$ cat src/clint_pkg.sv
// Shared widths, opcodes, region encodings and address fields for the CLINT, used by scoped name
package clint_pkg;

    // Core sizing
    localparam int HART_COUNT = 4;
    localparam int ADDR_BITS  = 16;
    localparam int DATA_BITS  = 64;
    localparam int STRB_BITS  = DATA_BITS / 8;

    // Request FIFO depth equals the credits owned by the requester after reset
    localparam int REQ_DEPTH    = 2;
    localparam int REQ_PTR_BITS = (REQ_DEPTH > 1) ? $clog2(REQ_DEPTH) : 1;
    localparam int REQ_CNT_BITS = $clog2(REQ_DEPTH + 1);

    // Word index field, region sits in the bits above it
    localparam int INDEX_LSB  = 3;
    localparam int INDEX_MSB  = 13;
    localparam int INDEX_BITS = INDEX_MSB - INDEX_LSB + 1;

    // Last word of region 2
    localparam logic [INDEX_BITS-1:0] MTIME_INDEX = 'h7FF;

    typedef enum logic {
        OP_READ  = 1'b0,
        OP_WRITE = 1'b1
    } bus_op_e;

    // Address bits 15:14
    typedef enum logic [1:0] {
        REGION_MSIP     = 2'd0,     // Two harts per word
        REGION_MTIMECMP = 2'd1,     // One hart per word
        REGION_MTIME    = 2'd2,     // Read-only timer
        REGION_NONE     = 2'd3
    } clint_region_e;

endpackage

$ cat src/clint_bus_slave.sv
// Request/response slave port: queues credited requests, issues one per cycle to the register block
module clint_bus_slave (
    input  logic                               i_clk,
    input  logic                               i_nrst,
    input  logic                               i_req_valid,
    input  clint_pkg::bus_op_e                 i_req_op,
    input  logic [clint_pkg::ADDR_BITS-1:0]    i_req_addr,
    input  logic [clint_pkg::DATA_BITS-1:0]    i_req_wdata,
    input  logic [clint_pkg::STRB_BITS-1:0]    i_req_wstrb,
    input  logic [clint_pkg::DATA_BITS-1:0]    i_rd_data,
    input  logic                               i_rd_err,
    output logic                               o_req_credit,
    output logic                               o_iss_valid,
    output clint_pkg::bus_op_e                 o_iss_op,
    output logic [clint_pkg::ADDR_BITS-1:0]    o_iss_addr,
    output logic [clint_pkg::DATA_BITS-1:0]    o_iss_wdata,
    output logic [clint_pkg::STRB_BITS-1:0]    o_iss_wstrb,
    output logic                               o_rsp_valid,
    output logic [clint_pkg::DATA_BITS-1:0]    o_rsp_rdata,
    output logic                               o_rsp_err
);

    // Request storage
    clint_pkg::bus_op_e                 fifo_op    [clint_pkg::REQ_DEPTH];
    logic [clint_pkg::ADDR_BITS-1:0]    fifo_addr  [clint_pkg::REQ_DEPTH];
    logic [clint_pkg::DATA_BITS-1:0]    fifo_wdata [clint_pkg::REQ_DEPTH];
    logic [clint_pkg::STRB_BITS-1:0]    fifo_wstrb [clint_pkg::REQ_DEPTH];

    logic [clint_pkg::REQ_PTR_BITS-1:0] wr_ptr;
    logic [clint_pkg::REQ_PTR_BITS-1:0] rd_ptr;
    logic [clint_pkg::REQ_CNT_BITS-1:0] count;
    logic                               pop;
    logic                               rsp_pending;

    function automatic logic [clint_pkg::REQ_PTR_BITS-1:0] next_ptr(
        input logic [clint_pkg::REQ_PTR_BITS-1:0] ptr
    );
        if (ptr == clint_pkg::REQ_PTR_BITS'(clint_pkg::REQ_DEPTH - 1)) begin
            return '0;
        end
        return ptr + clint_pkg::REQ_PTR_BITS'(1);
    endfunction

    assign pop = (count != '0);             // Drain whenever something is queued

    // Credits guarantee a free slot, so a push never checks for full
    always_ff @(posedge i_clk) begin
        if (i_req_valid) begin
            fifo_op[wr_ptr]    <= i_req_op;
            fifo_addr[wr_ptr]  <= i_req_addr;
            fifo_wdata[wr_ptr] <= i_req_wdata;
            fifo_wstrb[wr_ptr] <= i_req_wstrb;
        end
    end

    always_ff @(posedge i_clk or negedge i_nrst) begin
        if (!i_nrst) begin
            wr_ptr      <= '0;
            rd_ptr      <= '0;
            count       <= '0;
            rsp_pending <= 1'b0;
        end else begin
            if (i_req_valid) begin
                wr_ptr <= next_ptr(wr_ptr);
            end
            if (pop) begin
                rd_ptr <= next_ptr(rd_ptr);
            end
            if (i_req_valid && !pop) begin
                count <= count + clint_pkg::REQ_CNT_BITS'(1);
            end else if (!i_req_valid && pop) begin
                count <= count - clint_pkg::REQ_CNT_BITS'(1);
            end
            rsp_pending <= pop;             // Register block answers one cycle later
        end
    end

    // Head of the FIFO goes straight to the register block
    assign o_iss_valid  = pop;
    assign o_iss_op     = fifo_op[rd_ptr];
    assign o_iss_addr   = fifo_addr[rd_ptr];
    assign o_iss_wdata  = fifo_wdata[rd_ptr];
    assign o_iss_wstrb  = fifo_wstrb[rd_ptr];
    assign o_req_credit = pop;              // Slot freed on every issue

    // In-order response, no back-pressure
    assign o_rsp_valid = rsp_pending;
    assign o_rsp_rdata = i_rd_data;
    assign o_rsp_err   = i_rd_err;

endmodule

$ cat src/clint_regs.sv
// CLINT register block: decodes issued accesses, holds msip and mtimecmp, returns read data
module clint_regs (
    input  logic                                                   i_clk,
    input  logic                                                   i_nrst,
    input  logic                                                   i_iss_valid,
    input  clint_pkg::bus_op_e                                     i_iss_op,
    input  logic [clint_pkg::ADDR_BITS-1:0]                        i_iss_addr,
    input  logic [clint_pkg::DATA_BITS-1:0]                        i_iss_wdata,
    input  logic [clint_pkg::STRB_BITS-1:0]                        i_iss_wstrb,
    input  logic [clint_pkg::DATA_BITS-1:0]                        i_mtime,
    output logic [clint_pkg::DATA_BITS-1:0]                        o_rd_data,
    output logic                                                   o_rd_err,
    output logic [clint_pkg::HART_COUNT-1:0]                       o_msip,
    output logic [clint_pkg::HART_COUNT-1:0][clint_pkg::DATA_BITS-1:0] o_mtimecmp
);

    localparam int HALF_DATA = clint_pkg::DATA_BITS / 2;
    localparam int HALF_STRB = clint_pkg::STRB_BITS / 2;

    clint_pkg::clint_region_e                                region;
    logic [clint_pkg::INDEX_BITS-1:0]                        index;
    logic [clint_pkg::INDEX_BITS:0]                          hart_hi;
    logic                                                    acc_err;
    logic                                                    wr_en;
    logic [clint_pkg::DATA_BITS-1:0]                         rd_next;
    logic [clint_pkg::HART_COUNT-1:0]                        msip_q;
    logic [clint_pkg::HART_COUNT-1:0][clint_pkg::DATA_BITS-1:0] cmp_q;

    // Region in the bits above the word index
    assign region  = clint_pkg::clint_region_e'(
                         i_iss_addr[clint_pkg::ADDR_BITS-1:clint_pkg::INDEX_MSB+1]);
    assign index   = i_iss_addr[clint_pkg::INDEX_MSB:clint_pkg::INDEX_LSB];
    assign hart_hi = {index, 1'b1};         // Upper hart of an msip pair
    assign wr_en   = i_iss_valid && (i_iss_op == clint_pkg::OP_WRITE) && !acc_err;

    // Decode and read mux, data stays zero on error
    always_comb begin
        acc_err = 1'b0;
        rd_next = '0;
        case (region)
            clint_pkg::REGION_MSIP: begin
                if (int'(hart_hi) >= clint_pkg::HART_COUNT) begin
                    acc_err = 1'b1;
                end else begin
                    for (int h = 0; h < clint_pkg::HART_COUNT; h++) begin
                        if ((h / 2) == int'(index)) begin
                            rd_next[(h % 2) * HALF_DATA] = msip_q[h];   // Bit 0 or bit 32
                        end
                    end
                end
            end
            clint_pkg::REGION_MTIMECMP: begin
                if (int'(index) >= clint_pkg::HART_COUNT) begin
                    acc_err = 1'b1;
                end else begin
                    for (int h = 0; h < clint_pkg::HART_COUNT; h++) begin
                        if (h == int'(index)) begin
                            rd_next = cmp_q[h];
                        end
                    end
                end
            end
            clint_pkg::REGION_MTIME: begin
                if (index != clint_pkg::MTIME_INDEX) begin
                    acc_err = 1'b1;
                end else begin
                    rd_next = i_mtime;      // Read-only
                end
            end
            default: begin
                acc_err = 1'b1;             // Unmapped region
            end
        endcase
    end

    // Register updates, mtime writes fall through without effect
    always_ff @(posedge i_clk or negedge i_nrst) begin
        if (!i_nrst) begin
            msip_q <= '0;
            cmp_q  <= '1;                   // Compare far away, no timer pending
        end else if (wr_en) begin
            for (int h = 0; h < clint_pkg::HART_COUNT; h++) begin
                if (region == clint_pkg::REGION_MSIP && (h / 2) == int'(index)) begin
                    if (|i_iss_wstrb[(h % 2) * HALF_STRB +: HALF_STRB]) begin
                        msip_q[h] <= i_iss_wdata[(h % 2) * HALF_DATA];
                    end
                end
                if (region == clint_pkg::REGION_MTIMECMP && h == int'(index)) begin
                    for (int b = 0; b < clint_pkg::STRB_BITS; b++) begin
                        if (i_iss_wstrb[b]) begin
                            cmp_q[h][b*8 +: 8] <= i_iss_wdata[b*8 +: 8];
                        end
                    end
                end
            end
        end
    end

    // Captured on every issue, old contents seen by a read
    always_ff @(posedge i_clk) begin
        if (i_iss_valid) begin
            o_rd_data <= (i_iss_op == clint_pkg::OP_WRITE) ? '0 : rd_next;  // Writes answer zero
            o_rd_err  <= acc_err;
        end
    end

    assign o_msip     = msip_q;
    assign o_mtimecmp = cmp_q;

endmodule

$ cat src/clint_timer.sv
// Free-running machine timer with per-hart compare, drives the timer-pending lines
module clint_timer (
    input  logic                                                  i_clk,
    input  logic                                                  i_nrst,
    input  logic [clint_pkg::HART_COUNT-1:0][clint_pkg::DATA_BITS-1:0] i_mtimecmp,
    output logic [clint_pkg::DATA_BITS-1:0]                       o_mtime,
    output logic [clint_pkg::HART_COUNT-1:0]                      o_mtip
);

    logic [clint_pkg::DATA_BITS-1:0]  mtime_q;
    logic [clint_pkg::HART_COUNT-1:0] mtip_q;
    logic [clint_pkg::HART_COUNT-1:0] cmp_hit;

    // Unsigned compare of the current count against each hart
    always_comb begin
        for (int h = 0; h < clint_pkg::HART_COUNT; h++) begin
            cmp_hit[h] = (mtime_q >= i_mtimecmp[h]);
        end
    end

    always_ff @(posedge i_clk or negedge i_nrst) begin
        if (!i_nrst) begin
            mtime_q <= '0;
            mtip_q  <= '0;
        end else begin
            mtime_q <= mtime_q + clint_pkg::DATA_BITS'(1);  // One tick per clock
            mtip_q  <= cmp_hit;             // Pending follows the compare a cycle late
        end
    end

    assign o_mtime = mtime_q;
    assign o_mtip  = mtip_q;

endmodule

$ cat src/clint_top.sv
// CLINT top level: credit-based slave port, register block and machine timer wired together
module clint_top (
    input  logic                               i_clk,
    input  logic                               i_nrst,
    input  logic                               i_req_valid,
    input  clint_pkg::bus_op_e                 i_req_op,
    input  logic [clint_pkg::ADDR_BITS-1:0]    i_req_addr,
    input  logic [clint_pkg::DATA_BITS-1:0]    i_req_wdata,
    input  logic [clint_pkg::STRB_BITS-1:0]    i_req_wstrb,
    output logic                               o_req_credit,
    output logic                               o_rsp_valid,
    output logic [clint_pkg::DATA_BITS-1:0]    o_rsp_rdata,
    output logic                               o_rsp_err,
    output logic [clint_pkg::HART_COUNT-1:0]   o_msip,
    output logic [clint_pkg::HART_COUNT-1:0]   o_mtip,
    output logic [clint_pkg::DATA_BITS-1:0]    o_mtimer
);

    // Issue path from the slave
    logic                                                   iss_valid;
    clint_pkg::bus_op_e                                     iss_op;
    logic [clint_pkg::ADDR_BITS-1:0]                        iss_addr;
    logic [clint_pkg::DATA_BITS-1:0]                        iss_wdata;
    logic [clint_pkg::STRB_BITS-1:0]                        iss_wstrb;

    // Read return and timer links
    logic [clint_pkg::DATA_BITS-1:0]                        rd_data;
    logic                                                   rd_err;
    logic [clint_pkg::HART_COUNT-1:0][clint_pkg::DATA_BITS-1:0] mtimecmp;

    clint_bus_slave u_slave (
        .i_clk        (i_clk),
        .i_nrst       (i_nrst),
        .i_req_valid  (i_req_valid),
        .i_req_op     (i_req_op),
        .i_req_addr   (i_req_addr),
        .i_req_wdata  (i_req_wdata),
        .i_req_wstrb  (i_req_wstrb),
        .i_rd_data    (rd_data),
        .i_rd_err     (rd_err),
        .o_req_credit (o_req_credit),
        .o_iss_valid  (iss_valid),
        .o_iss_op     (iss_op),
        .o_iss_addr   (iss_addr),
        .o_iss_wdata  (iss_wdata),
        .o_iss_wstrb  (iss_wstrb),
        .o_rsp_valid  (o_rsp_valid),
        .o_rsp_rdata  (o_rsp_rdata),
        .o_rsp_err    (o_rsp_err)
    );

    clint_regs u_regs (
        .i_clk        (i_clk),
        .i_nrst       (i_nrst),
        .i_iss_valid  (iss_valid),
        .i_iss_op     (iss_op),
        .i_iss_addr   (iss_addr),
        .i_iss_wdata  (iss_wdata),
        .i_iss_wstrb  (iss_wstrb),
        .i_mtime      (o_mtimer),           // Timer value for region 2 reads
        .o_rd_data    (rd_data),
        .o_rd_err     (rd_err),
        .o_msip       (o_msip),
        .o_mtimecmp   (mtimecmp)
    );

    clint_timer u_timer (
        .i_clk        (i_clk),
        .i_nrst       (i_nrst),
        .i_mtimecmp   (mtimecmp),
        .o_mtime      (o_mtimer),
        .o_mtip       (o_mtip)
    );

endmodule

$ cat config.mk
export PLATFORM = sky130hd
export DESIGN_NAME = clint_top
export DESIGN_NICKNAME = d
export VERILOG_FILES = /design/src/clint_pkg.sv /design/src/clint_bus_slave.sv /design/src/clint_regs.sv /design/src/clint_timer.sv /design/src/clint_top.sv
export SDC_FILE = /design/constraint.sdc
export NUM_CORES = 1
export LEC_CHECK = 0
export BUFFER_PORTS_ARGS = -buffer_cell sky130_fd_sc_hd__buf_2
export CAP_MARGIN = 20
export CORE_AREA = 2 2 330 332
export CTS_BUF_LIST = sky130_fd_sc_hd__clkbuf_16
export CTS_CLUSTER_DIAMETER = 100
export DETAILED_ROUTE_END_ITERATION = 12
export DIE_AREA = 0 0 332 334
export PLACE_DENSITY_LB_ADDON = 0.12
export SLEW_MARGIN = 5
export SYNTH_ARGS = -nofsm -noshare
export SYNTH_HDL_FRONTEND = slang
export SYNTH_HIERARCHICAL = 1
export SYNTH_SLANG_ARGS = --single-unit
$ cat constraint.sdc
create_clock -name i_clk -period 4.8 [get_ports i_clk]
set_input_delay 0.96 -clock i_clk [delete_from_list [all_inputs] [get_ports i_clk]]
set_output_delay 0.96 -clock i_clk [all_outputs]
set_load 0.02 [all_outputs]
* Yosys cells after proc, flatten, opt, wreduce, memory -nomap -nowiden
Memories as Yosys holds them, arrays and structs flattened. Cells that the tools add are included.
Operators by class: shifts and indexed selects 0, multiply operators 0, div/mod/pow operators 0, equal/unequal tests 6, $add $sub $neg 5, magnitude comparators 6, reductions and logical operators 55, bitwise gates (word level) 0, multiplexer cells 32
Operators by type and width (number):
- $mux W64 | 6
- $ge A64 B64 Y1 | 4
- $pmux W31 S2 | 2
- $reduce_and A3 Y1 | 36
- $add A64 B1 Y64 const B | 1
- $eq A3 B11 Y1 const A | 2
- $mux W1 | 19
- $ge A12 B3 Y1 const B | 1
- $eq A2 B11 Y1 const A | 1
- $ge A11 B3 Y1 const B | 1
- $logic_not A11 Y1 | 1
- $ne A11 B11 Y1 const B | 1
- $logic_and A1 B1 Y1 | 10
- $pmux W1 S3 | 3
- $reduce_or A4 Y1 | 2
- $mux W2 | 2
- $reduce_bool A2 Y1 | 2
- $logic_not A1 Y1 | 3
- $add A1 B1 Y1 const B | 2
- $add A2 B1 Y2 const B | 1
- $eq A2 B1 Y1 const B | 1
- $eq A2 B2 Y1 const B | 1
- $logic_not A2 Y1 | 1
- $sub A2 B1 Y2 const B | 1
Storage, ports and cells: RAM bits 178, ROM bits 0, latch bits 0, bits in registers 398, memories kept 4
Memory list:
- u_slave.fifo_wdata | depth 2, width 64, rd ports 1, clocked after Yosys merged registers in 0, wr ports 1, RTL line clint_bus_slave.sv:26 | logic [clint_pkg::DATA_BITS-1:0] fifo_wdata [clint_pkg::REQ_DEPTH];
- u_slave.fifo_addr | depth 2, width 16, rd ports 1, clocked after Yosys merged registers in 0, wr ports 1, RTL line clint_bus_slave.sv:25 | logic [clint_pkg::ADDR_BITS-1:0] fifo_addr [clint_pkg::REQ_DEPTH];
- u_slave.fifo_wstrb | depth 2, width 8, rd ports 1, clocked after Yosys merged registers in 0, wr ports 1, RTL line clint_bus_slave.sv:27 | logic [clint_pkg::STRB_BITS-1:0] fifo_wstrb [clint_pkg::REQ_DEPTH];
- u_slave.fifo_op | depth 2, width 1, rd ports 1, clocked after Yosys merged registers in 0, wr ports 1, RTL line clint_bus_slave.sv:24 | clint_pkg::bus_op_e fifo_op [clint_pkg::REQ_DEPTH];

* Longest topological paths before layout
Gate-level depths: netlist (run 1). An unclocked memory read counts as a cell.
depth in word-level cells 8, mapped depth 11, mapped depth without buffers 8

* Cells and area by module
Netlist (run 1), hierarchy kept.
By module, submodules not included:
- clint_regs | area each 15476.1 um^2, instances 1, cells an instance 985
- clint_timer | area each 9302.7 um^2, instances 1, cells an instance 1126
- clint_bus_slave | area each 7183.1 um^2, instances 1, cells an instance 359

* Least setup slack after synthesis (run 1)
No wires, ideal clock.
path type input-to-reg, from input i_req_valid, to memory u_slave/fifo_addr[0][0] (netlist bit) (enable), buffers on the path 0, arrival 4842 ps, stages 1, setup slack -590 ps, data required time 4252 ps, library setup time 548 ps, path through nor2b_1
On the way: longest elaborated chain between the ends 2
Ends and longest elaborated chain:
- from (decl) | RTL line clint_top.sv:5 | input logic i_req_valid,
- $mux W1 | RTL line clint_bus_slave.sv:48 | if (i_req_valid) begin
- $mux W1 (implied by the code) | RTL line clint_bus_slave.sv:50 | fifo_addr[wr_ptr] <= i_req_addr;
- to (decl) | RTL line clint_bus_slave.sv:25
Every way passes these cells.

* Worst setup path after layout (run 1)
from register u_slave.rd_ptr, to register u_regs.cmp_q (netlist bit u_regs/o_mtimecmp[101])
On the way: longest elaborated chain between the ends 7
Ends and longest elaborated chain:
- from (decl) | RTL line clint_bus_slave.sv:30 | logic [clint_pkg::REQ_PTR_BITS-1:0] rd_ptr;
- from (signal assigned) | RTL line clint_bus_slave.sv:67 | rd_ptr <= next_ptr(rd_ptr);
- $mem_v2 Z2 W16 (*)
- net iss_addr, one bit | RTL line clint_top.sv:22 | logic [clint_pkg::ADDR_BITS-1:0] iss_addr;
- $ge A12 B3 Y1, or another cell as far along | RTL line clint_regs.sv:42 | if (int'(hart_hi) >= clint_pkg::HART_COUNT) begin
- $mux W1 (on tied branches) | RTL line clint_regs.sv:42, clint_regs.sv:53, clint_regs.sv:64
- $pmux W1 S3 | RTL line clint_regs.sv:40 | case (region)
- $logic_not A1 Y1 | RTL line clint_regs.sv:34 | assign wr_en = i_iss_valid && (i_iss_op == clint_pkg::OP_WRITE) && !acc_err;
- $logic_and A1 B1 Y1 | RTL line clint_regs.sv:34
- $reduce_and A3 Y1 (no line) (*)
- to (signal, indexed assignment) | RTL line clint_regs.sv:91 | cmp_q[h][b*8 +: 8] <= i_iss_wdata[b*8 +: 8];
- to (decl) | RTL line clint_regs.sv:27 | logic [clint_pkg::HART_COUNT-1:0][clint_pkg::DATA_BITS-1:0] cmp_q;
Mark *: on every way through the listed nets, which the timed path passes. The rest lies on a longest branch. A chain may end at the register's enable or synchronous reset.

==> results.py, run 1 <==
metrics = {
    "sta": {
        "clock.fmax_ghz": 0.2626,
        "final.setup.tns_ns": 0,
        "final_max_slew_viol_count": 0,
        "setup_viol": 0,
        "rsz0062_at_grt": "no",
        "slew_headroom_pct": 25.06,
        "finClkSkew_ns": 0.01722,
        "hold_viol_final": 0,
        "fin_crit_ns": 3.808,
        "fin_crit_sh_pct": 79.34,
        "worst_pin_slew_ns": 1.124,
    },
    "final_layout": {
        "regArea_mm2": 0.01577,
        "final_net_count": 3027,
        "drive_above_1_share_pct": 37.76,
        "instances_no_fill": 4149,
        "fin_util_pct": 33.82,
        "multi_input_area_mm2": 0.01411,
        "area_delta_synth_final_pct": 14.84,
        "fill_cells": 10740,
    },
    "grt": {
        "grt_util_all_layers_pct": 17.92,
        "overflow": 0,
        "grt_pass1_wl_mm": 148.2,
        "grt_max_degree": 112,
        "grt_pass1_vias": 21860,
        "antenna_found_initial": 5,
    },
    "clock_network": {
        "cts.clk_slew.worst_paths_ns": 0.06,
        "cts_resized": 0,
        "htreeDepth": 3,
        "cts_made_buffers": 74,
        "cts_tree": "built",
        "clock_sinks": 570,
        "cts_setup_buffers": 0,
        "clk_latency_ns": 0.62,
        "cts_root_buf": "clkbuf_16",
        "clock_path_buffers": 3,
        "cts_hold_buf": 0,
    },
    "synth": {
        "yosys_warnings": 6,
        "avgSynthCellArea_um2": 12.90,
        "synth_area_mm2": 0.03175,
        "postSynthNetCount": 2815,
        "synthesis.instances": 2461,
    },
    "place": {
        "dp_cells": 4011,
        "gp_congestion": 0.7928,
        "hpwl_mm": 71.10,
        "port_buffers": 227,
    },
    "critical_path": {
        "r2r-end": "u_regs/o_mtimecmp[101]$_DFFE_PN1P_",
        "critical_path.max_stage_delay_ns": 0.79,
        "path_common_cell": "mux2_2",
        "worstPathArrival_ns": 4.34,
        "path_cells": "mux2_2 > nand4_1 > o31a_2 > buf_4 > nor4_4 > mux2_2",
        "criticalPathCategory": "flop to flop",
        "cp-start-kind": "flop",
        "reg2reg_depth": 6,
        "end_kind": "flop",
        "r2r_start": "u_slave/rd_ptr$_DFFE_PN0P_",
        "critical-path-top-delay-family": "multiplexers",
        "cp_slowest_cell": "nor4_4",
        "worstPathRequired_ns": 5.34,
        "path_buf_inv": 1,
        "reg2reg_slack_ns": 0.99,
        "cp_max_fo": 22,
    },
    "die": {
        "start_util_pct": 29.45,
        "row_count": 121,
        "core_mm2": 0.1078,
        "ios": 231,
        "die_w_um": 332,
        "die_area_mm2": 0.1109,
        "dieHeight_um": 334,
    },
    "route": {
        "drtIter0Drc": 904,
        "ant_nets": 0,
        "drc": 0,
        "vias": 20400,
        "drt-pass1-iter-count": 4,
        "wirelength_mm": 99.89,
        "routed_via_density": 4.917,
        "wl_per_cell_um": 24.08,
    },
    "pwr": {
        "cellPowerDensity_mw_per_mm2": 398.1,
        "peakVddDrop_v": 0.0002679,
        "p_leak_nw": 15.70,
    },
    "job": {
        "cap_violations": 0,
    },
    "status": {
        "outcome": "finished clean",
    },
    "min_path": {
        "hold_class": "primary input to async pin",
    },
}
## registers in the layout, summed over array words and instances (netlist names)
register,count
u_regs/o_rd_data,64
u_timer/o_mtime,64
u_slave/wr_ptr,1
u_slave/fifo_wdata,128
u_slave/fifo_addr,26
u_regs/o_msip,4
u_slave/o_rsp_valid,1
u_slave/fifo_op,2
u_slave/rd_ptr,1
u_regs/o_rd_err,1
u_slave/fifo_wstrb,16
u_slave/count,2
u_regs/o_mtimecmp,256
u_timer/o_mtip,4
## through the flow
stage / setup slack, ns / instance area [µm²] / hold slack (ns) / power (W)
CTS: 0.9297 / 36450 / 0.3730 / 0.01482
global route: 0.8526 / 36450 / 0.3882 / 0.01520
global placement: 0.9613 / 34160 / 0.4574 / 0.009367
finish: 0.9915 / 36460 / 0.3658 / 0.01451
detailed placement: 0.9464 / 34160 / 0.4733 / 0.009413
floorplan: 1.157 / 31750 / 0.4426 / 0.008444
## cell usage in the layout, fill, tap and decap left out, types with 4 or more instances in the layout
| master | count |
|---|---|
| a211oi_1 | 4 |
| a21boi_0 | 4 |
| a21o_1 | 108 |
| a21oi_1 | 95 |
| a221o_1 | 5 |
| a221oi_1 | 67 |
| and2_1 | 4 |
| and3_1 | 13 |
| and4_1 | 14 |
| buf_12 | 5 |
| buf_2 | 227 |
| buf_4 | 34 |
| bufinv_16 | 4 |
| clkbuf_16 | 77 |
| clkinv_1 | 18 |
| clkinv_2 | 12 |
| dfrtp_1 | 76 |
| dfstp_2 | 256 |
| edfxtp_1 | 237 |
| ha_1 | 262 |
| inv_1 | 284 |
| mux2_1 | 4 |
| mux2_2 | 320 |
| mux2_4 | 24 |
| mux2i_1 | 118 |
| nand2_1 | 74 |
| nand2b_1 | 4 |
| nand3_1 | 41 |
| nand4_1 | 70 |
| nand4b_1 | 6 |
| nor2_1 | 27 |
| nor2b_1 | 5 |
| nor3_1 | 8 |
| nor4_1 | 19 |
| nor4_4 | 33 |
| o211ai_1 | 6 |
| o21ai_0 | 31 |
| o2bb2ai_1 | 5 |
| xnor2_1 | 45 |
| xor2_1 | 21 |
## worst max-delay path by stage
stage          cells past startpoint                        from                                 end  slack [ns]
2_1_floorplan                      1                 i_req_valid  u_slave/fifo_addr[0][10]$_DFFE_PP_        1.16
6_report                           6  u_slave/rd_ptr$_DFFE_PN0P_  u_regs/o_mtimecmp[101]$_DFFE_PN1P_        0.99
4_1_cts                            6  u_slave/rd_ptr$_DFFE_PN0P_   u_regs/o_mtimecmp[37]$_DFFE_PN1P_        0.93
3_3_place_gp                       6  u_slave/rd_ptr$_DFFE_PN0P_   u_regs/o_mtimecmp[36]$_DFFE_PN1P_        0.96
5_1_grt                            6  u_slave/rd_ptr$_DFFE_PN0P_  u_regs/o_mtimecmp[101]$_DFFE_PN1P_        0.85
3_5_place_dp                       6  u_slave/rd_ptr$_DFFE_PN0P_   u_regs/o_mtimecmp[37]$_DFFE_PN1P_        0.95
## cell type report
class / instances / share of cell area (%)
Clock inverter: 59 / 0.9987
Timing Repair Buffer: 267 / 4.132
Clock buffer: 77 / 5.285
Inverter: 267 / 2.763
Antenna cell: 2 / 0.01373
Multi-Input combinational cell: 1493 / 38.69
Tap cell: 1414 / 4.853
Sequential cell: 570 / 43.27
## power by group
group	internal (W)	total [W]	leakage, nW	switching, W
clock network	0.00310	0.00527	1.20	0.00216
registers	0.00579	0.00599	6.00	0.000207
logic	0.000953	0.00325	8.49	0.00230
total	0.00984	0.0145	15.7	0.00467
## per-layer routing
metal / up-vias / routed length (µm) / track usage (%)
met5: - / 11 / 0
met1: 10430 / 45650 / 23.68
met2: 376 / 48450 / 30.70
met4: 2 / 1976 / 3.917
li1: 9484 / - / -
met3: 107 / 3802 / 2.975
Power figures use the tool's default switching activity.
==> inputs of run 2 (changes only) <==
- ABC_AREA: unset -> 1
- CORE_AREA: 2 2 330 332 -> 2 2 340 342
- DIE_AREA: 0 0 332 334 -> 0 0 342 344
- clock period: 4.8 -> 3.9 ns (I/O delays scaled with it)
==> run 2 against run 1 <==
Net effect: first-iteration DRC count grew to 2.7 times the previous value; largest power group unchanged; highest routed layer unchanged; routed wire length increased by 34%; setup slack lost 0.61 ns; combinational power is 73% higher; largest cell class unchanged; clock skew increased by 0.023 ns.
==> results.py, run 2 <==
metrics = {
    "status": {
        "outcome": "finished clean",
    },
    "critical_path": {
        "critical_path.max_stage_delay_ns": 0.64,
        "r2r-end": "u_regs/o_mtimecmp[173]$_DFFE_PN1P_",
        "worstPathRequired_ns": 4.45,
        "end_kind": "flop",
        "worstPathArrival_ns": 4.07,
        "cp_max_fo": 27,
        "cp-start-kind": "flop",
        "path_cells": "inv_4 > nand2_1 > nand2_1 > nor2_1 > nand3_1 > nor2_1 > buf_4 > nand3_2 > nor2_2 > buf_4 > nand4_1 > nand2_1 > nand2_1",
        "crit_end": "u_regs/o_mtimecmp[173]$_DFFE_PN1P_",
        "criticalPathCategory": "flop to flop",
        "cp_slowest_cell": "dfrtp_4",
        "reg2reg_slack_ns": 0.38,
        "crit_path_start": "u_slave/rd_ptr$_DFFE_PN0P_",
        "reg2reg_depth": 13,
        "r2r_start": "u_slave/rd_ptr$_DFFE_PN0P_",
        "path_common_cell": "nand2_1",
    },
    "die": {
        "row_count": 124,
        "die_w_um": 342,
        "dieHeight_um": 344,
        "core_mm2": 0.1139,
        "ios": 231,
        "die_area_mm2": 0.1176,
        "start_util_pct": 29.65,
    },
    "place": {
        "port_buffers": 227,
        "hpwl_mm": 94.44,
        "gp_congestion": 0.8706,
        "dp_cells": 5636,
    },
    "clock_network": {
        "clock_path_buffers": 3,
        "clk_latency_ns": 0.66,
        "cts_made_buffers": 75,
        "cts_tree": "built",
        "cts_resized": 0,
        "cts_root_buf": "clkbuf_16",
        "cts_hold_buf": 0,
        "cts_setup_buffers": 0,
        "htreeDepth": 3,
        "clock_sinks": 570,
        "cts.clk_slew.worst_paths_ns": 0.06,
    },
    "sta": {
        "slew_headroom_pct": 34.26,
        "final_max_slew_viol_count": 0,
        "finClkSkew_ns": 0.04051,
        "fin_crit_sh_pct": 90.32,
        "worst_pin_slew_ns": 0.9837,
        "hold_viol_final": 0,
        "setup_viol": 0,
        "rsz0062_at_grt": "no",
        "fin_crit_ns": 3.522,
        "final.setup.tns_ns": 0,
        "clock.fmax_ghz": 0.2839,
        "hold_slack_ns": 0.06115,
    },
    "grt": {
        "grt_max_degree": 133,
        "antenna_found_initial": 5,
        "grt_pass1_wl_mm": 193.8,
        "grt_util_all_layers_pct": 22.39,
        "grt_pass1_vias": 27600,
        "overflow": 0,
    },
    "synth": {
        "postSynthNetCount": 4408,
        "yosys_warnings": 6,
        "synth_area_mm2": 0.03377,
        "avgSynthCellArea_um2": 8.330,
        "synthesis.instances": 4054,
    },
    "job": {
        "cap_violations": 0,
    },
    "route": {
        "ant_nets": 0,
        "drc": 0,
        "vias": 28960,
        "routed_via_density": 5.012,
        "wirelength_mm": 133.8,
        "drt-pass1-iter-count": 5,
        "wl_per_cell_um": 23.16,
        "drtIter0Drc": 2438,
    },
    "final_layout": {
        "final_net_count": 4555,
        "drive_above_1_share_pct": 17.81,
        "layout_commonest_cell": "nand2_1",
        "layout_common_cells": "nand2_1, inv_1, nand4_1",
        "instances_no_fill": 5778,
        "fill_cells": 12070,
        "largest_reg_flops": 256,
        "area_delta_synth_final_pct": 15.29,
    },
    "min_path": {
        "hold_class": "primary input to async pin",
    },
    "pwr": {
        "p_leak_nw": 17.23,
        "peakVddDrop_v": 0.0003814,
        "cellPowerDensity_mw_per_mm2": 513.9,
    },
}
run 2: worst min-delay path by stage:
stage	endpoint	cells after the start	slack, ns	start
3_3_place_gp	u_regs/o_mtimecmp[252]$_DFFE_PN1P_	2	0.46	u_regs/o_mtimecmp[252]$_DFFE_PN1P_
2_1_floorplan	u_regs/o_mtimecmp[160]$_DFFE_PN1P_	2	0.45	u_regs/o_mtimecmp[160]$_DFFE_PN1P_
4_1_cts	u_slave/o_rsp_valid$_DFF_PN0_	1	0.05	i_nrst
3_5_place_dp	u_regs/o_mtimecmp[236]$_DFFE_PN1P_	2	0.46	u_regs/o_mtimecmp[236]$_DFFE_PN1P_
6_report	u_slave/o_rsp_valid$_DFF_PN0_	1	0.06	i_nrst
5_1_grt	u_slave/o_rsp_valid$_DFF_PN0_	1	0.08	i_nrst
run 2: metal layers:
| metal | share of wire [%] | GRT usage [%] |
|---|---|---|
| met1 | 49 | 33.29 |
| met2 | 44 | 34.29 |
| met3 | 5.5 | 2.971 |
| met4 | 1.8 | 5.236 |
| met5 | 0.020 | 0 |
run 2: per-stage QoR:
stage | area (µm²) | worst slack [ns] | total power (W) | utilization [%]
2_1_floorplan | 33770 | 0.4383 | 0.01104 | -
3_3_place_gp | 36510 | 0.4450 | 0.01325 | 32.06
3_5_place_dp | 36510 | 0.4375 | 0.01323 | 32.06
4_1_cts | 38920 | 0.4268 | 0.02025 | 34.18
5_1_grt | 38930 | 0.1789 | 0.02088 | 34.18
6_report | 38930 | 0.3776 | 0.02001 | 34.19
run 2: critical path, delay by kind of cell (launching register included):
kind	cells	cell delay (ns)
buf+inv	3	0.65
flops	1	0.64
simple gates	10	2.11
run 2: layout make-up:
| type | instances | area (µm²) | area share [%] |
|---|---|---|---|
| Timing Repair Buffer | 312 | 2059 | 5.290 |
| Clock inverter | 59 | 435.4 | 1.118 |
| Multi-Input combinational cell | 2855 | 15330 | 39.36 |
| Clock buffer | 79 | 1977 | 5.078 |
| Inverter | 387 | 1460 | 3.750 |
| Antenna cell | 4 | 10.01 | 0.02571 |
| Tap cell | 1512 | 1892 | 4.859 |
| Sequential cell | 570 | 15770 | 40.51 |
run 2: where the power goes:
group	switching, W	total (W)	internal (W)
Clock	0.00286	0.00692	0.00406
Combinational	0.00457	0.00563	0.00106
Sequential	0.000311	0.00746	0.00715
Total	0.00774	0.0200	0.0123
